[src/rtl/cacheDefines.svh]
// sizes are fixed for a 16-bit 68000 data bus with a 32-bit byte address; tag + index + word + 1 must equal 32
`ifndef CACHE_DEFINES_SVH
`define CACHE_DEFINES_SVH

////////////////////////////////
// cache geometry
////////////////////////////////

`define CACHE_WAYS 4 // four-way set associative
`define CACHE_SETS 8 // sets selected by address bits 6:4
`define LINE_WORDS 8 // 16-bit words per line, also the DRAM burst length

////////////////////////////////
// address split
////////////////////////////////

`define TAG_BITS 25 // address bits 31:7
`define INDEX_BITS 3 // log2 of CACHE_SETS
`define WORD_BITS 3 // log2 of LINE_WORDS, address bit 0 is the byte lane

////////////////////////////////
// DRAM timing
////////////////////////////////

`define CAS_LATENCY 2 // cycles from the read CAS edge to burst word 0

`endif

[src/rtl/cachePkg.sv]
// shared types for the read cache; tag width comes from the defines header and must match the address split
`include "cacheDefines.svh"

package cachePkg;

	// one tag store entry, valid sits above the tag
	typedef struct packed {
		logic valid; // line holds DRAM data
		logic [`TAG_BITS-1:0] tag; // cpu address bits 31:7
	} tagEntry;

	typedef logic [15:0] dataWord; // one cached 16-bit word

	// tree pseudo-LRU state of a set
	// bit 0: 0 = ways 0/1 older, 1 = ways 2/3 older
	// bit 1: 0 = way 0 older than way 1
	// bit 2: 0 = way 2 older than way 3
	typedef logic [2:0] plruBits;

	typedef logic [`CACHE_WAYS-1:0] wayMask; // one bit per way

	typedef enum logic [3:0] {
		Reset, // one cycle, clears the sweep counter
		Invalidate, // clears tag, valid and LRU of one set per cycle
		Idle, // waits for a cpu strobe to DRAM space
		Lookup, // tag compare and LRU update
		AwaitCas, // miss, DRAM selected until a read CAS shows up
		CasWait1, // first CAS latency cycle
		CasWait2, // second CAS latency cycle
		BurstFill, // eight words into the victim way
		HoldRead, // dtack to the cpu until it drops the strobe
		WriteThrough // write passed to DRAM, hit line invalidated
	} ctrlState;

endpackage

[src/rtl/cacheStore.sv]
// storage has no reset, contents are only meaningful after the controller sweep; reads are asynchronous
`timescale 1ns/1ps
`include "cacheDefines.svh"

module cacheStore #(
	parameter type payloadType = logic [15:0], // entry type held per way
	parameter int depth = 8 // entries per way
) (
	input logic Clock,
	input logic [$clog2(depth)-1:0] address, // shared by all ways
	input cachePkg::wayMask writeEnableL, // active low, one per way
	input payloadType writeData, // same payload offered to every way
	output payloadType readData [`CACHE_WAYS] // one entry per way at address
);

	////////////////////////////////
	// one array per way
	////////////////////////////////

	payloadType mem [`CACHE_WAYS][depth]; // way-major storage

	for (genvar w = 0; w < `CACHE_WAYS; w++) begin : gWay
		// synchronous write of the selected way
		always_ff @(posedge Clock) begin
			if (!writeEnableL[w]) begin
				mem[w][address] <= writeData; // lands at the end of the cycle
			end
		end

		// combinational read so the controller sees the entry in the same cycle
		assign readData[w] = mem[w][address];
	end

	// several ways may be written at once, the invalidate sweep
	// relies on that to clear a whole set per cycle

endmodule

[config.mk]
export PLATFORM = sky130hd
export DESIGN_NAME = cacheStore
export DESIGN_NICKNAME = d
export VERILOG_FILES = /design/src/rtl/cachePkg.sv /design/src/rtl/cacheStore.sv
export VERILOG_INCLUDE_DIRS = /design/src /design/src/rtl
export SDC_FILE = /design/constraint.sdc
export NUM_CORES = 1
export LEC_CHECK = 0
export BUFFER_PORTS_ARGS = -buffer_cell sky130_fd_sc_hd__buf_4
export CELL_PAD_IN_SITES_DETAIL_PLACEMENT = 1
export CELL_PAD_IN_SITES_GLOBAL_PLACEMENT = 1
export CORE_ASPECT_RATIO = 0.9
export CORE_UTILIZATION = 55
export CTS_CLUSTER_DIAMETER = 30
export CTS_CLUSTER_SIZE = 30
export DETAILED_ROUTE_END_ITERATION = 8
export GPL_ROUTABILITY_DRIVEN = 0
export GPL_TIMING_DRIVEN = 0
export PLACE_DENSITY_LB_ADDON = 0.2
export SLEW_MARGIN = 5
export SYNTH_ARGS = -nofsm -noshare
export SYNTH_HDL_FRONTEND = slang
export SYNTH_SLANG_ARGS = --single-unit
export TNS_END_PERCENT = 5
[constraint.sdc]
create_clock -name Clock -period 3.1 [get_ports Clock]
set_input_delay 0.465 -clock Clock [delete_from_list [all_inputs] [get_ports Clock]]
set_output_delay 0.465 -clock Clock [all_outputs]
set_load 0.02 [all_outputs]
==> flow_metrics.env <==
export IMPL_ctsResizeCount=0
export IMPL_cts_hold_buf=0
export IMPL_tightest_slew_ns=1.09
export IMPL_irDropWorstVdd_mv=0.793
export IMPL_postCtsSetupBuffers=0
export IMPL_met1_usage_pct=37.4
export IMPL_seq_area_frac_synth_pct=79.1
export IMPL_grt_pass1_vias=10600
export IMPL_preCtsSetupSlack_ns=-0.123
export IMPL_finalCritPeriodShare_pct=99.3
export IMPL_netlist_instances=796
export IMPL_slew_viol_final=0
export IMPL_dpl_cell_count=1373
export IMPL_fin_nets=1025
export IMPL_n_fill_cell=2567
export IMPL_start_util_pct=56.6
export IMPL_ys_seq_elements=512
export IMPL_drt_iter0_markers=971
export IMPL_crit_chain="buf_2, buf_2, clkdlybuf4s15_1, mux4_2, mux2_2, buf_4"
export IMPL_largest_reg_flops=512
export IMPL_ctsLongestPathBuffers=3
export IMPL_drv_cap=0
export IMPL_finalCoreUtilization_pct=70.3
export IMPL_dpl_hpwl_um=28000
export IMPL_power_leakage_nw=8.01
export IMPL_grtUsageMet3_pct=5.35
export IMPL_antenna_found_initial=4
export IMPL_min_from="writeEnableL[0]"
export IMPL_finalHoldViolations=0
export IMPL_ys_types=16
export IMPL_top_regs="mem x512"
export IMPL_cts_root_buf="clkbuf_16"
export IMPL_syn_area_sq_um=19400
export IMPL_required_ns=2.63
export IMPL_yosysTopAreaCell="edfxtp_1"
export IMPL_cpMostUsedCell="buf_2"
export IMPL_cts_buffers=88
export IMPL_core_sq_um=34400
export IMPL_die_h_um=180
export IMPL_ios=88
export IMPL_rows=64
export IMPL_p_per_area_nw_per_um2=777
export IMPL_path_clk_slew_ns=0.06
export IMPL_critical_path_class="in2out"
export IMPL_worstSetupEndpointType="output port"
export IMPL_layout_setup_ws_ns=0.0222
export IMPL_max_stage_delay_ns=0.73
export IMPL_instances_no_fill=1537
export IMPL_die_area_sq_um=36100
export IMPL_post_drt_wl_per_cell_um=32.2
export IMPL_syn_area_per_cell_sq_um=24.4
export IMPL_cts_tree="done"
export IMPL_status="finished, final reports clean"
export IMPL_netlist_top_cells_area="edfxtp_1, mux4_2, mux2_2"
export IMPL_vias=9518
export IMPL_drc_errors=0
export IMPL_max_clock_freq_mhz=325
export IMPL_critical_path_max_fanout=10
export IMPL_grt_max_degree=33
export IMPL_clock_sinks=512
export IMPL_drtAntennaViolNets=0
export IMPL_grt_busiest_layer="met2"
export IMPL_final_layout_size_suffix_gt1_share_pct=46.4
export IMPL_synthDominantCellAreaShare_pct=79.1
export IMPL_hold_path_end="mem[0][98]$_DFFE_PP_"
export IMPL_grtUsageTotal_pct=28.5
export IMPL_dr_pass1_iters=5
export IMPL_ff_latch_area_sq_um=15400
export IMPL_gr_total_overflow=0
export IMPL_wl_um=49500
export IMPL_min_path_cells=2
export IMPL_setup_viol=0
export IMPL_period_needed_ns=3.08
export IMPL_yosys_warnings=0
export IMPL_stdcell_area_sq_um=24100
export IMPL_multiInputGateArea_sq_um=3920
export IMPL_synth_fp_nets=820
export IMPL_critPathArrivalTime_ns=2.61
export IMPL_slew_headroom_pct=27.0
export IMPL_rsz0062_at_grt="yes"
export IMPL_cp_start_kind="primary input"
export IMPL_syn_to_final_growth_pct=24.3
export IMPL_place_area_sq_um=21200
export IMPL_h_tree_depth=3
export IMPL_viasPerCell=6.19
export IMPL_grt_use_met2_pct=47.5
export IMPL_grt_pass1_wl_um=72500
export IMPL_port_buffers=84
export IMPL_crit_slowest_cell="clkdlybuf4s15_1"
export IMPL_largest_register="mem"
export IMPL_min_path_type="in2reg"
export IMPL_fp_dieW_um=200
==> Yosys cell counts, drive strengths merged <==
master,n
or3,1
o32ai,3
nor3,16
or2,1
inv,3
edfxtp,512
clkbuf,21
nand2b,7
mux2i,2
mux2,63
nor2,16
buf,22
mux4,126
nand2,3
==> worst max-delay path by stage <==
stage	start	endpoint	slack [ns]	cells past startpoint
5_1_grt	address[2]	readData[16]	-0.03	6
3_3_place_gp	address[0]	mem[1][74]$_DFFE_PP_	-1.09	5
2_1_floorplan	address[2]	mem[0][100]$_DFFE_PP_	0.32	5
3_5_place_dp	address[2]	mem[2][65]$_DFFE_PP_	-0.12	6
4_1_cts	address[2]	readData[32]	0.02	6
6_report	address[2]	readData[16]	0.02	6
==> layout by cell type, fill, tap and decap left out <==
cell type | netlist | routed
mux2_2 | 63 | 63
clkinv_1 | 0 | 11
clkbuf_2 | 0 | 1
diode_2 | 0 | 2
nand2b_1 | 7 | 7
nor2_2 | 0 | 16
inv_1 | 3 | 3
mux4_2 | 126 | 126
clkbuf_16 | 0 | 91
buf_8 | 0 | 19
bufinv_16 | 0 | 10
inv_6 | 0 | 13
mux2i_1 | 2 | 2
clkinvlp_4 | 0 | 3
inv_8 | 0 | 4
o32ai_1 | 3 | 3
or3_1 | 1 | 1
buf_6 | 10 | 15
nand2_1 | 3 | 3
clkbuf_1 | 21 | 26
edfxtp_1 | 512 | 512
nor3_2 | 0 | 16
buf_4 | 0 | 91
buf_1 | 5 | 4
clkdlybuf4s15_1 | 0 | 2
or2_1 | 1 | 1
clkinv_2 | 0 | 15
clkinv_4 | 0 | 8
buf_2 | 7 | 7
==> power by group <==
part           switching [mW]  total (mW)  internal [mW]
registers              0.0694        7.94           7.87
clock network            3.47        9.71           6.24
logic                   0.649        1.11          0.464
==> worst max-delay path, delay by kind of cell <==
family,cells,cell delay (ns)
muxes,2,0.71
buffers and inverters,4,1.43
==> through the flow <==
| step | TNS (ns) | hold slack [ns] | total power, mW |
|---|---|---|---|
| 6_report | 0 | 0.289 | 18.8 |
| 5_1_grt | -0.0946 | 0.287 | 19.2 |
| 4_1_cts | 0 | 0.259 | 18.9 |
| 3_5_place_dp | -3.49 | 0.884 | 9.15 |
| 3_3_place_gp | -252.20 | 0.873 | 9.05 |
| 2_1_floorplan | 0 | 0.564 | 8.64 |
==> cell type report <==
| cell class | instances | share of cell area, % |
|---|---|---|
| Buffer | 43 | 1.07 |
| Tap cell | 462 | 2.39 |
| Clock buffer | 98 | 9.54 |
| Antenna cell | 2 | 0.0207 |
| Sequential cell | 512 | 63.7 |
| Timing Repair Buffer | 115 | 4.24 |
| Multi-Input combinational cell | 238 | 16.2 |
| Clock inverter | 64 | 2.77 |
| Inverter | 3 | 0.0466 |
==> per-layer routing <==
layer / share of wire (%) / wire, um / vias up
met5: 0.026 / 13 / -
met4: 2.7 / 1350 / 2
met3: 6.7 / 3340 / 95
met2: 52 / 25500 / 452
met1: 39 / 19300 / 5114
li1: - / - / 3855
==> cell families (layout without fill, tap and decap cells) <==
| group | count (synthesis) | after routing | share of synthesized area, % |
|---|---|---|---|
| mux | 191 | 191 | 18.4 |
| other cells | 0 | 2 | 0 |
| buf+inv | 46 | 323 | 1.32 |
| compound gates | 3 | 3 | 0.135 |
| flops | 512 | 512 | 79.1 |
| simple gates | 44 | 44 | 1.07 |
Note: power is estimated with default switching activity, not from simulation.
