**src/rtl/cacheDefines.svh**
```systemverilog
// sizes are fixed for a 16-bit 68000 data bus with a 32-bit byte address; tag + index + word + 1 must equal 32
`ifndef CACHE_DEFINES_SVH
`define CACHE_DEFINES_SVH

////////////////////////////////
// cache geometry
////////////////////////////////

`define CACHE_WAYS 4 // four-way set associative
`define CACHE_SETS 8 // sets selected by address bits 6:4
`define LINE_WORDS 8 // 16-bit words per line, also the DRAM burst length

////////////////////////////////
// address split
////////////////////////////////

`define TAG_BITS 25 // address bits 31:7
`define INDEX_BITS 3 // log2 of CACHE_SETS
`define WORD_BITS 3 // log2 of LINE_WORDS, address bit 0 is the byte lane

////////////////////////////////
// DRAM timing
////////////////////////////////

`define CAS_LATENCY 2 // cycles from the read CAS edge to burst word 0

`endif

```
**src/rtl/cachePkg.sv**
```systemverilog
// shared types for the read cache; tag width comes from the defines header and must match the address split
`include "cacheDefines.svh"

package cachePkg;

	// one tag store entry, valid sits above the tag
	typedef struct packed {
		logic valid; // line holds DRAM data
		logic [`TAG_BITS-1:0] tag; // cpu address bits 31:7
	} tagEntry;

	typedef logic [15:0] dataWord; // one cached 16-bit word

	// tree pseudo-LRU state of a set
	// bit 0: 0 = ways 0/1 older, 1 = ways 2/3 older
	// bit 1: 0 = way 0 older than way 1
	// bit 2: 0 = way 2 older than way 3
	typedef logic [2:0] plruBits;

	typedef logic [`CACHE_WAYS-1:0] wayMask; // one bit per way

	typedef enum logic [3:0] {
		Reset, // one cycle, clears the sweep counter
		Invalidate, // clears tag, valid and LRU of one set per cycle
		Idle, // waits for a cpu strobe to DRAM space
		Lookup, // tag compare and LRU update
		AwaitCas, // miss, DRAM selected until a read CAS shows up
		CasWait1, // first CAS latency cycle
		CasWait2, // second CAS latency cycle
		BurstFill, // eight words into the victim way
		HoldRead, // dtack to the cpu until it drops the strobe
		WriteThrough // write passed to DRAM, hit line invalidated
	} ctrlState;

endpackage

```
**src/rtl/cacheController.sv**
```systemverilog
// one transaction at a time; the DRAM must give word 0 of the line exactly two cycles after the read CAS
`timescale 1ns/1ps
`include "cacheDefines.svh"

module cacheController (
	input logic Clock,
	input logic Reset_L,
	// cpu side
	input logic [31:0] cpuAddress,
	input cachePkg::dataWord cpuDataIn,
	input logic cpuAsL,
	input logic cpuWeL,
	input logic cpuUdsL,
	input logic cpuLdsL,
	input logic cpuSelect, // address decodes to DRAM
	output cachePkg::dataWord cpuDataOut,
	output logic cpuDtackL,
	// dram side
	output logic dramSelectL,
	output logic [31:0] dramAddress,
	output logic dramWeL,
	output logic dramUdsL,
	output logic dramLdsL,
	output cachePkg::dataWord dramDataOut,
	input logic dramDtackL,
	input logic dramCasL,
	input logic dramRasL, // low with CAS means refresh
	input cachePkg::dataWord dramReadData,
	// store side
	output logic [`INDEX_BITS-1:0] setIndex,
	output logic [`WORD_BITS-1:0] wordIndex,
	output cachePkg::tagEntry tagWrite,
	output cachePkg::wayMask tagWeL,
	input cachePkg::tagEntry tagRead [`CACHE_WAYS],
	output cachePkg::dataWord dataWrite,
	output cachePkg::wayMask dataWeL,
	input cachePkg::dataWord dataRead [`CACHE_WAYS],
	output cachePkg::plruBits lruWrite,
	output cachePkg::wayMask lruWeL, // only way 0 holds LRU state
	input cachePkg::plruBits lruRead
);

	cachePkg::ctrlState state, nextState;
	logic [`WORD_BITS:0] count; // sweep set or burst word, one bit spare to reach 8
	logic [1:0] victimReg; // way being filled
	logic [1:0] victimWay;
	cachePkg::wayMask victimMask;
	cachePkg::wayMask hitMask; // valid and tag match per way
	cachePkg::plruBits plruNext;
	logic [`TAG_BITS-1:0] cpuTag;

	assign cpuTag = cpuAddress[31 -: `TAG_BITS];
	assign victimMask = cachePkg::wayMask'(1) << victimReg;

	////////////////////////////////
	// tag compare and hit data
	////////////////////////////////

	always_comb begin
		cpuDataOut = '0;
		for (int w = 0; w < `CACHE_WAYS; w++) begin
			hitMask[w] = tagRead[w].valid && (tagRead[w].tag == cpuTag);
			if (hitMask[w]) begin
				cpuDataOut = dataRead[w]; // after a fill the victim hits too
			end
		end
	end

	plruPolicy uPlru (
		.state(lruRead),
		.hitWay(hitMask),
		.isHit(|hitMask),
		.victimWay(victimWay),
		.nextState(plruNext)
	);

	////////////////////////////////
	// state, counter and victim registers
	////////////////////////////////

	always_ff @(posedge Clock or negedge Reset_L) begin
		if (!Reset_L) begin
			state <= cachePkg::Reset;
			count <= '0;
			victimReg <= '0;
		end else begin
			state <= nextState;
			// counts only while sweeping or filling, so CasWait2 leaves it at 0
			if (state == cachePkg::Invalidate || state == cachePkg::BurstFill) begin
				count <= count + 1'b1;
			end else begin
				count <= '0;
			end
			if (state == cachePkg::Lookup) begin
				victimReg <= victimWay; // unused on a hit
			end
		end
	end

	assign dramDataOut = cpuDataIn; // write data goes straight through
	assign dataWrite = dramReadData; // burst words into the victim way

	////////////////////////////////
	// next state and outputs
	////////////////////////////////

	always_comb begin
		nextState = state;
		setIndex = cpuAddress[`WORD_BITS+1 +: `INDEX_BITS];
		wordIndex = cpuAddress[1 +: `WORD_BITS];
		cpuDtackL = 1'b1;
		dramSelectL = 1'b1;
		dramAddress = {cpuAddress[31:`WORD_BITS+1], {(`WORD_BITS+1){1'b0}}}; // line aligned
		dramWeL = 1'b1;
		dramUdsL = 1'b1;
		dramLdsL = 1'b1;
		tagWrite.valid = 1'b0;
		tagWrite.tag = cpuTag;
		tagWeL = '1;
		dataWeL = '1;
		lruWrite = plruNext;
		lruWeL = '1;

		case (state)
			cachePkg::Reset: begin
				nextState = cachePkg::Invalidate;
			end
			cachePkg::Invalidate: begin
				setIndex = count[`INDEX_BITS-1:0];
				tagWrite.tag = '0;
				tagWeL = '0; // all ways of the set
				lruWrite = '0;
				lruWeL = 4'b1110;
				if (count == `CACHE_SETS - 1) begin
					nextState = cachePkg::Idle;
				end
			end
			cachePkg::Idle: begin
				if (!cpuAsL && cpuSelect) begin
					nextState = cpuWeL ? cachePkg::Lookup : cachePkg::WriteThrough;
				end
			end
			cachePkg::Lookup: begin
				lruWeL = 4'b1110; // hit way or victim becomes most recent
				nextState = (|hitMask) ? cachePkg::HoldRead : cachePkg::AwaitCas;
			end
			cachePkg::AwaitCas: begin
				dramSelectL = 1'b0;
				dramUdsL = 1'b0;
				dramLdsL = 1'b0;
				tagWrite.valid = 1'b1; // claim the victim while DRAM gets going
				tagWeL = ~victimMask;
				if (!dramCasL && dramRasL) begin
					nextState = cachePkg::CasWait1; // read CAS, not a refresh
				end
			end
			cachePkg::CasWait1, cachePkg::CasWait2: begin
				dramSelectL = 1'b0;
				dramUdsL = 1'b0;
				dramLdsL = 1'b0;
				nextState = (state == cachePkg::CasWait1) ? cachePkg::CasWait2 : cachePkg::BurstFill;
			end
			cachePkg::BurstFill: begin
				dramSelectL = 1'b0;
				dramUdsL = 1'b0;
				dramLdsL = 1'b0;
				wordIndex = count[`WORD_BITS-1:0];
				if (count == `LINE_WORDS) begin
					nextState = cachePkg::HoldRead; // one spare cycle like the original
				end else begin
					dataWeL = ~victimMask;
				end
			end
			cachePkg::HoldRead: begin
				cpuDtackL = 1'b0; // data valid from the hitting way
				if (cpuAsL) begin
					nextState = cachePkg::Idle;
				end
			end
			cachePkg::WriteThrough: begin
				dramSelectL = 1'b0;
				dramAddress = cpuAddress;
				dramWeL = 1'b0;
				dramUdsL = cpuUdsL;
				dramLdsL = cpuLdsL;
				tagWeL = ~hitMask; // drop a stale line, valid stays 0
				cpuDtackL = dramDtackL;
				if (cpuAsL) begin
					nextState = cachePkg::Idle;
				end
			end
			default: begin
				nextState = cachePkg::Reset;
			end
		endcase
	end

endmodule

```
**src/rtl/plruPolicy.sv**
```systemverilog
// four-way tree pseudo-LRU only; with several hit bits set the lowest way is taken as the hit
`timescale 1ns/1ps
`include "cacheDefines.svh"

module plruPolicy (
	input cachePkg::plruBits state, // current tree of the set
	input cachePkg::wayMask hitWay, // one-hot on a hit
	input logic isHit, // touch the hit way, else the victim
	output logic [1:0] victimWay, // oldest way by the tree
	output cachePkg::plruBits nextState // tree after the touch
);

	logic [1:0] hitIndex; // encoded hit way
	logic [1:0] touchedWay; // way made most recent

	// one-hot to index, lowest way wins
	always_comb begin
		hitIndex = 2'd0;
		for (int w = `CACHE_WAYS - 1; w >= 0; w--) begin
			if (hitWay[w]) begin
				hitIndex = 2'(w);
			end
		end
	end

	// follow the older branch down the tree
	assign victimWay = state[0] ? {1'b1, state[2]} : {1'b0, state[1]};

	assign touchedWay = isHit ? hitIndex : victimWay;

	////////////////////////////////
	// point the tree away from the touched way
	////////////////////////////////

	always_comb begin
		case (touchedWay)
			2'd0: nextState = {state[2], 2'b11}; // pair 2/3 older, way 1 older
			2'd1: nextState = {state[2], 2'b01}; // pair 2/3 older, way 0 older
			2'd2: nextState = {1'b1, state[1], 1'b0}; // pair 0/1 older, way 3 older
			default: nextState = {1'b0, state[1], 1'b0}; // pair 0/1 older, way 2 older
		endcase
	end

endmodule

```
**config.mk**
```make
export PLATFORM = sky130hd
export DESIGN_NAME = cacheController
export DESIGN_NICKNAME = d
export VERILOG_FILES = /design/src/rtl/cachePkg.sv /design/src/rtl/cacheController.sv /design/src/rtl/plruPolicy.sv
export VERILOG_INCLUDE_DIRS = /design/src /design/src/rtl
export SDC_FILE = /design/constraint.sdc
export NUM_CORES = 1
export LEC_CHECK = 0
export ABC_AREA = 1
export BUFFER_PORTS_ARGS = -buffer_cell sky130_fd_sc_hd__buf_2
export CORE_AREA = 2 2 148 150
export DETAILED_ROUTE_END_ITERATION = 10
export DIE_AREA = 0 0 150 152
export PLACE_DENSITY = 0.54
export SLEW_MARGIN = 20
export SYNTH_ARGS = -nofsm -noshare
export SYNTH_HDL_FRONTEND = slang
export SYNTH_SLANG_ARGS = --single-unit
```
**constraint.sdc**
```tcl
create_clock -name Clock -period 4.1 [get_ports Clock]
set_input_delay 0.82 -clock Clock [delete_from_list [all_inputs] [get_ports Clock]]
set_output_delay 0.82 -clock Clock [all_outputs]
set_load 0.02 [all_outputs]
```
==> key figures, run 1 <==
Placed design
  – Port Buffers: 309
  – Gp weighted congestion: 0.986
  – Post-DP HPWL: 22,200 um

Flow run
  – Max-cap violations: 0

Routing
  – Drt wl/cell: 16.0 um
  – DRT iter0 DRCs: 463
  – Drt via density: 4.46
  – Final wirelength: 25,300 um
  – Antenna-violating nets left: 0
  – Vias: 7,023
  – DR pass1 iterations: 5
  – DRC Markers: 0

CTS
  – Post-cts resize count: 0
  – Worst-path clk slew: 0.04 ns
  – H-tree levels: 1
  – Hold Buf Count CTS: 0
  – Setup Fix Bufs, Post-CTS: 0
  – CTS root buffer: clkbuf_16
  – CTS Buf Count: 3
  – CTS Buffer Depth: 2
  – CTS tree: built
  – Clock sinks: 10
  – Skew-Pair Late Insertion Delay: 0.24 ns

Logic synthesis
  – EDFF count, synth: 0
  – Sequential fraction of the synthesis area: 5.19%
  – Most frequent cells after synthesis: 458 x nand2_1, 171 x nor2_1, 158 x inv_1
  – Cells after synthesis: 1,054
  – Netlist Area Pre-Place: 4820 sq um
  – Average cell area after synthesis: 4.57 sq um
  – Post-synth top flop: dfrtp_1
  – Yosys Warn Count: 0
  – FFs w/ async S/R, synth: 100%
  – Post-synth top area cell: nand2_1
  – Most frequent cell after synthesis: nand2_1
  – Area contributors post-synth: nand2_1 36%, nor2_1 13%, inv_1 12%, buf_4 11%, dfrtp_1 5.2%
  – Yosys cell types: 34
  – Yosys top cell area share: 35.7%
  – #FFs+latches synth: 10

Critical path
  – Worst flop-to-flop path endpoint: state[0]
  – Most frequent CP cell: nand2_1
  – Crit path capture type: output port
  – Crit-path max FO: 20
  – Element type at the critical path start: input pin
  – Critical Path Max Stage Delay: 0.33 ns
  – Slowest-stage cell, CP: buf_4
  – CP cell instances: buf_2 > inv_2 > nand2_1 > nand2_1 > nor2_1 > nand2_1 > nor2_1 > nand2_1 > nor2_2 > buf_4 > nand2_1 > nand2_1 > nand2_1 > nand2_1 > o21ai_0 > buf_2
  – Reg2reg path depth: 9
  – Setup Crit Path Kind: input pin to output port
  – FF-to-FF Start: state[0]
  – Worst Path Required: 3.28 ns
  – Arrival time worst endpoint: 2.92 ns
  – R2R Setup Slk: 1.65 ns

Hold path
  – HP Class: input pin to asynchronous set/reset pin

STA
  – Final setup fails: 0
  – Post-layout min period: 3.74 ns
  – Max Freq: 267 MHz
  – RSZ-0062 raised after global routing: false
  – Worst slew pin tran: 0.698 ns
  – Final period util: 91.3%
  – Hold Vio Cnt, Final: 0
  – Slew headroom: 53.2%
  – Pins over their slew limit: 0
  – Clock skew: 0.00315 ns
  – TNS Setup: 0 ns

GRT
  – Initial antenna violation count: 2
  – First-pass GRT wire length: 36,600 um
  – Grt total ovfl: 0
  – Gr usage total: 21.1%
  – Largest net degree at the start of global routing: 32
  – Vias in the first global route: 6,648

Layout
  – Fraction of layout cells with a size suffix above 1: 27.4%
  – Filler Cell Count: 2,589
  – Area grow syn2layout: 30.1%
  – Final nets: 1,543
  – Core Util, Final: 29.3%

Power and ir drop
  – PD cells: 271 nW/um^2
  – Peak supply drop: 135 uV
  – Pleak: 4.18 nW

Die
  – Die area: 22,800 sq um
  – Cell row count: 54
  – Initial core utilization: 22.6%
  – Die Wd: 150 um
  – Die Ht: 152 um
  – Core area: 21,400 sq um
  – Num ports: 377

Outcome
  – Status: completed
-- state kept, by name (all words and copies together) (netlist names) --
name / flops
count: 4
state: 4
victimReg: 2
-- stage by stage --
step	setup WS [ns]	hold WS [ns]	total power [mW]	cells	instance area, sq um
6_report	0.358	0.442	1.70	1575	6270
3_5_place_dp	0.390	0.519	1.53	1571	6190
5_1_grt	0.165	0.463	1.87	1575	6270
4_1_cts	0.382	0.454	1.71	1574	6260
2_1_floorplan	1.04	0.475	1.06	1056	4820
3_3_place_gp	0.360	0.519	1.53	1571	6190
-- critical path: cells and delay by family --
family                 cells  cell delay, ns
AND/OR/NAND/NOR           11            1.29
buffers and inverters      4            0.74
AO/OA/AOI/OAI              1            0.07
-- cell families (layout without fill, tap and decap cells) --
| logic type | Yosys count | after routing | synth area share [%] |
|---|---|---|---|
| AOI/OAI and AO/OA | 81 | 81 | 9.56 |
| xor gates and xnor gates | 11 | 11 | 2.00 |
| adders and majority gates | 2 | 2 | 0.519 |
| buffers and inverters | 257 | 495 | 25.9 |
| DFF | 10 | 10 | 5.19 |
| other | 1 | 4 | 0.0778 |
| and+or+nand+nor | 692 | 692 | 56.8 |
-- power by group --
| part | switching [mW] | internal [mW] |
|---|---|---|
| combinational | 0.925 | 0.423 |
| clock | 0.0426 | 0.126 |
| sequential | 0.0453 | 0.138 |
-- worst max path at each step --
stage | from | endpoint | slack, ns | cells past startpoint
6_report | cpuAddress[19] | lruWrite[1] | 0.36 | 16
5_1_grt | cpuAddress[29] | lruWrite[2] | 0.17 | 16
4_1_cts | cpuAddress[29] | lruWrite[1] | 0.38 | 16
3_5_place_dp | cpuAddress[29] | lruWrite[1] | 0.39 | 16
3_3_place_gp | cpuAddress[29] | lruWrite[1] | 0.36 | 16
2_1_floorplan | cpuAddress[23] | lruWrite[1] | 1.04 | 10
-- cell usage in the layout, fill, tap and decap left out, drive strengths merged, types with 2 or more instances in the layout --
master,count
nand2,461
buf,313
inv,177
nor2,174
a21oi,46
nand3,29
o21ai,26
nand4,14
dfrtp,10
xnor2,8
o211ai,5
and2,4
or2,4
nor3,3
xor2,3
conb,3
clkbuf,3
a21boi,2
nand3b,2
clkinv,2
ha,2
-- per-layer routing --
metal | GRT usage, % | part of all wire, %
met1 | 26.4 | 43
met4 | 5.53 | 2.6
met5 | 0 | 0.051
met2 | 37.9 | 48
met3 | 2.70 | 7.1
-- cell type report --
class | instances | area, sq um | share of cell area (%)
multi-input combinational | 789 | 3330 | 53.1
timing repair buffer | 313 | 1590 | 25.4
inverter | 179 | 672 | 10.7
tap | 280 | 350 | 5.59
sequential | 10 | 250 | 3.99
clock buffer | 3 | 75.1 | 1.20
antenna | 1 | 2.50 | 0.0399
(Power assumes the default switching activity.)
==> inputs of run 2 (changes only) <==
Settings changed: PLACE_DENSITY 0.54 to unset.
Clock period 4.1 ns to 4.3 ns, I/O delays scaled along.
==> key figures, run 2 (synthesized netlist as in run 1, its figures left out) <==
Routing
  – Drt wl/cell: 16.3 um (+1.4%)
  – DRT iter0 DRCs: 509 (+9.9%)
  – DRC Markers: 0 (unchanged)
  – Vias: 7,147 (+1.8%)
  – Drt via density: 4.53 (+1.6%)
  – Final wirelength: 25,700 um (+1.6%)
  – DR pass1 iterations: 5 (unchanged)
  – Antenna-violating nets left: 0 (unchanged)

CTS
  – Worst-path clk slew: 0.05 ns (about the same)
  – CTS Buffer Depth: 2 (unchanged)
  – Clock sinks: 10 (unchanged)
  – CTS tree: built
  – Skew-Pair Late Insertion Delay: 0.24 ns (about the same)
  – CTS Buf Count: 3 (unchanged)
  – Setup Fix Bufs, Post-CTS: 0 (unchanged)
  – Hold Buf Count CTS: 0 (unchanged)
  – H-tree levels: 1 (unchanged)
  – CTS root buffer: clkbuf_16
  – Post-cts resize count: 0 (unchanged)

Layout
  – Area of the multi-input gates: 3330 sq um (unchanged)
  – Fraction of layout cells with a size suffix above 1: 27.5% (+0.056 points)
  – Most frequent cells in the layout: 458 x nand2_1, 309 x buf_2, 171 x nor2_1, 158 x inv_1, 37 x a21oi_1
  – Final nets: 1,543 (unchanged)
  – Filler Cell Count: 2,543 (-1.8%)
  – Most common cell after layout, fill and taps aside: nand2_1
  – Sequential Area: 250 sq um (unchanged)
  – Biggest regs: count x4, state x4, victimReg x2
  – Area grow syn2layout: 30.5%

Critical path
  – Crit path capture type: output port
  – Arrival time worst endpoint: 2.99 ns (+0.07 ns)
  – Crit-path max FO: 15 (-25%)
  – Element type at the critical path start: input pin
  – Worst Path Required: 3.44 ns (+0.16 ns)
  – Reg2reg path depth: 9 (unchanged)
  – Setup Crit Path Kind: input pin to output port

STA
  – Final setup fails: 0 (unchanged)
  – Fin Hold WS: 0.489 ns (+0.0471 ns)
  – Slew headroom: 63.2% (+10 points)
  – Clock skew: 0.00628 ns (+0.00313 ns)
  – TNS Setup: 0 ns (unchanged)
  – Final period util: 89.6%
  – Hold Vio Cnt, Final: 0 (unchanged)
  – RSZ-0062 raised after global routing: false
  – Worst slew pin tran: 0.551 ns (-0.147 ns)
  – Post-layout min period: 3.85 ns
  – Pins over their slew limit: 0 (unchanged)
  – Max Freq: 260 MHz

Power and ir drop
  – Peak supply drop: 179 uV (+33%)
  – Pleak: 4.19 nW (+0.17%)
  – PD cells: 265 nW/um^2 (-2.4%)
  – Tot Pwr: 1.67 mW (-2.1%)

GRT
  – First-pass GRT wire length: 37,400 um (+2.0%)
  – Gr usage total: 21.4% (+0.22 points)
  – Initial antenna violation count: 6 (+4)
  – Grt total ovfl: 0 (unchanged)
  – Vias in the first global route: 6,787 (+2.1%)
  – Largest net degree at the start of global routing: 32 (unchanged)

Die
  – Die area: 22,800 sq um (unchanged)
  – Core area: 21,400 sq um (unchanged)
  – Initial core utilization: 22.6% (unchanged)
  – Die Ht: 152 um (unchanged)
  – Num ports: 377 (unchanged)
  – Die Wd: 150 um (unchanged)
  – Cell row count: 54 (unchanged)

Placed design
  – Gp weighted congestion: 1.01 (+3.0%)
  – Port Buffers: 309 (unchanged)
  – Post-DP HPWL: 22,700 um (+2.3%)

Flow run
  – Max-cap violations: 0 (unchanged)

Hold path
  – HP Class: input pin to asynchronous set/reset pin

Outcome
  – Status: completed
[run 2: cell count changes in the layout (fill, tap and decap cells not counted), sizes merged]
cell and change:
diode +2, clkbuf +1
[run 2: stage by stage]
| step | area [sq um] | instances | util [%] | worst slack [ns] |
|---|---|---|---|---|
| after global routing | 6280 | 1577 | 29.4 | 0.249 |
| after floorplan | 4820 | 1056 | - | 1.16 |
| after detailed placement | 6190 | 1571 | 29.0 | 0.465 |
| after global placement | 6190 | 1571 | 29.0 | 0.477 |
| final | 6280 | 1578 | 29.4 | 0.447 |
| after CTS | 6280 | 1575 | 29.4 | 0.460 |
[run 2: final timing paths]
kind                           startpoint            end  slack [ns]
setup / recovery           cpuAddress[29]  cpuDataOut[4]        0.45
hold / removal                    Reset_L   victimReg[1]        0.49
setup reg to reg                 state[0]       state[0]        2.39
hold reg to reg                  count[0]       count[0]        0.52
max in group asynchronous         Reset_L       state[2]        3.59
min in group Clock               count[0]       count[0]        0.52
[run 2: metal layers]
layer / wire length (um) / vias to the layer above / track usage (%) / part of all wire (%)
li1: - / 3566 / - / -
met1: 10800 / 3151 / 26.7 / 42
met2: 11800 / 372 / 37.7 / 46
met3: 2340 / 54 / 3.30 / 9.1
met4: 744 / 4 / 5.80 / 2.9
met5: 27 / - / 0 / 0.11
[run 2: area by class of cell]
| cell class | count | area share, % |
|---|---|---|
| Tap cell | 280 | 5.57 |
| Clock buffer | 4 | 1.41 |
| Timing Repair Buffer | 313 | 25.3 |
| Antenna cell | 3 | 0.119 |
| Inverter | 179 | 10.7 |
| Multi-Input combinational cell | 789 | 52.9 |
| Sequential cell | 10 | 3.98 |
[run 2: critical path: stages]
cell and delay (ns):
buf_2 0.20, inv_1 0.18, nand2_1 0.11, nand2_1 0.05
inv_1 0.06, nand2_1 0.05, nor2_1 0.11, nand3_1 0.09
nor2_2 0.35, inv_1 0.37, nand3_1 0.18, nand2_1 0.06
o21bai_1 0.15, buf_2 0.16
[run 2: power by group]
part           total [mW]  switching, mW  internal (mW)
combinational        1.30          0.895          0.402
sequential          0.177         0.0451          0.132
clock               0.191         0.0505          0.141
total                1.67          0.991          0.674
==> inputs of run 3 (changes only) <==
Clock period 4.3 ns to 3.5 ns, I/O delays scaled along.
==> key figures, run 3 (synthesized netlist as in run 1, its figures left out) <==
Outcome
  – Status: completed

Power and ir drop
  – Tot Pwr: 2.00 mW (+20%)
  – PD cells: 313 nW/um^2 (+18%)
  – Pleak: 4.25 nW (+1.4%)
  – Peak supply drop: 219 uV (+22%)

Critical path
  – Crit-path leading delay family: buffers and inverters
  – Slowest-stage cell, CP: buf_2
  – Most frequent CP cell: nand2_1
  – Setup Crit Path Kind: input pin to output port
  – Crit path from: cpuAddress[8]
  – FF-to-FF Start: state[3]
  – Element type at the critical path start: input pin
  – Worst Path Required: 2.80 ns (-0.64 ns)
  – Arrival time worst endpoint: 2.59 ns (-0.40 ns)
  – Critical Path Max Stage Delay: 0.22 ns (-0.15 ns)
  – Crit path capture type: output port
  – CP cell instances: buf_2 > inv_2 > nand2_1 > nand2_1 > inv_1 > nand2_1 > nor2_1 > nand2_1 > nor2_2 > nand2_1 > inv_1 > buf_12 > buf_4 > a21oi_1 > a21oi_1 > buf_2
  – Crit-path max FO: 23 (+8)
  – Worst Path Buf+Inv: 7 (+2)

Layout
  – Final nets: 1,556 (+0.84%)
  – Most frequent cells in the layout: 458 x nand2_1, 309 x buf_2, 169 x nor2_1, 158 x inv_1, 37 x a21oi_1
  – Most common cell after layout, fill and taps aside: nand2_1
  – Fraction of layout cells with a size suffix above 1: 28.3% (+0.82 points)
  – Biggest regs: count x4, state x4, victimReg x2
  – Area grow syn2layout: 32.7%

Die
  – Cell row count: 54 (unchanged)
  – Initial core utilization: 22.6% (unchanged)
  – Core area: 21,400 sq um (unchanged)
  – Die Ht: 152 um (unchanged)
  – Num ports: 377 (unchanged)
  – Die Wd: 150 um (unchanged)
  – Die area: 22,800 sq um (unchanged)

Routing
  – Drt via density: 4.44 (-2.1%)
  – DRT iter0 DRCs: 418 (-18%)
  – Vias: 7,067 (-1.1%)
  – Antenna-violating nets left: 0 (unchanged)
  – Drt wl/cell: 16.1 um (-1.4%)
  – DRC Markers: 0 (unchanged)
  – DR pass1 iterations: 5 (unchanged)
  – Final wirelength: 25,600 um (-0.42%)

Flow run
  – Max-cap violations: 0 (unchanged)

STA
  – Hold Vio Cnt, Final: 0 (unchanged)
  – Final setup fails: 0 (unchanged)
  – Final period util: 93.9%
  – Post-layout min period: 3.29 ns
  – TNS Setup: 0 ns (unchanged)
  – Clock skew: 0.00322 ns (-0.00306 ns)
  – Pins over their slew limit: 0 (unchanged)
  – Max Freq: 304 MHz
  – RSZ-0062 raised after global routing: false
  – Fin Hold WS: 0.332 ns (-0.157 ns)

CTS
  – CTS Buffer Depth: 2 (unchanged)
  – CTS root buffer: clkbuf_16
  – CTS Buf Count: 3 (unchanged)
  – CTS tree: built
  – Worst-path clk slew: 0.04 ns (about the same)
  – Clock sinks: 10 (unchanged)
  – H-tree levels: 1 (unchanged)
  – Skew-Pair Late Insertion Delay: 0.24 ns (about the same)

GRT
  – Vias in the first global route: 6,639 (-2.2%)
  – Initial antenna violation count: 6 (unchanged)
  – Largest net degree at the start of global routing: 27 (-16%)
  – Gr usage total: 21.1% (-0.24 points)
  – Grt total ovfl: 0 (unchanged)
  – First-pass GRT wire length: 36,400 um (-2.5%)

Placed design
  – Port Buffers: 309 (unchanged)
  – Post-DP HPWL: 22,400 um (-1.3%)
  – Gp weighted congestion: 1.04 (+2.9%)

Hold path
  – HP Class: input pin to asynchronous set/reset pin
[run 3: cell types whose count changed in the layout (fill, tap and decap cells not counted), sizes merged]
cell / previous run / this run
buf: 313 / 326
clkbuf: 4 / 3
diode: 3 / 6
[run 3: cell type report]
type	instances	area (sq um)
Clock buffer	3	75.1
Multi-Input combinational cell	789	3330
Inverter	179	672
Fill cell	2561	15000
Tap cell	280	350
Antenna cell	6	15.0
Sequential cell	10	250
Timing Repair Buffer	326	1700
[run 3: path summary, 6_finish.rpt]
kind                       cells past startpoint  slack (ns)       endpoint
setup / recovery                              16        0.21  cpuDataOut[6]
hold / removal                                 1        0.33       state[0]
max in group asynchronous                      1        2.96       state[3]
min in group Clock                             1        0.52       count[0]
setup reg to reg                              10        1.41       state[0]
hold reg to reg                                1        0.52       count[0]
[run 3: where the power goes]
group          internal (mW)  switching [mW]  leakage (nW)
combinational          0.498            1.09          4.08
clock                  0.148          0.0505        0.0370
sequential             0.162          0.0565         0.130
[run 3: layer usage]
layer  routed length [um]  share of wire [%]  GRT usage (%)
met1                10900                 43           26.7
met4                  728                2.8           6.65
met3                 2180                8.5           3.60
met5                    0                  0              0
met2                11800                 46           36.3
[run 3: worst register-to-register path: stages, from the launching register on]
cell and delay (ns):
dfrtp_1 0.42, or2_2 0.32, inv_1 0.07, nand2_1 0.21
clkinv_1 0.12, buf_4 0.34, o21ai_0 0.16, nand3_1 0.09
nor2_1 0.09, nor2_1 0.10, a21oi_1 0.04
[run 3: metrics by stage]
step | utilization (%) | cell area, sq um | std cells | setup WS (ns)
floorplan | - | 4820 | 1056 | 0.676
global placement | 29.4 | 6280 | 1582 | 0.0766
CTS | 29.8 | 6360 | 1585 | 0.152
global route | 29.9 | 6390 | 1592 | 0.0526
finish | 29.9 | 6390 | 1593 | 0.212
detailed placement | 29.4 | 6280 | 1582 | 0.166
[run 3: repair_timing]
| item | 4_1_cts | 5_1_grt |
|---|---|---|
| endpoints found under the setup margin | 0 | 8 |
| gates resized for setup | 0 | 3 |
| buffers inserted | 0 | 2 |
| hold buffers | 0 | 0 |
| hold endpoints to repair | 0 | 0 |
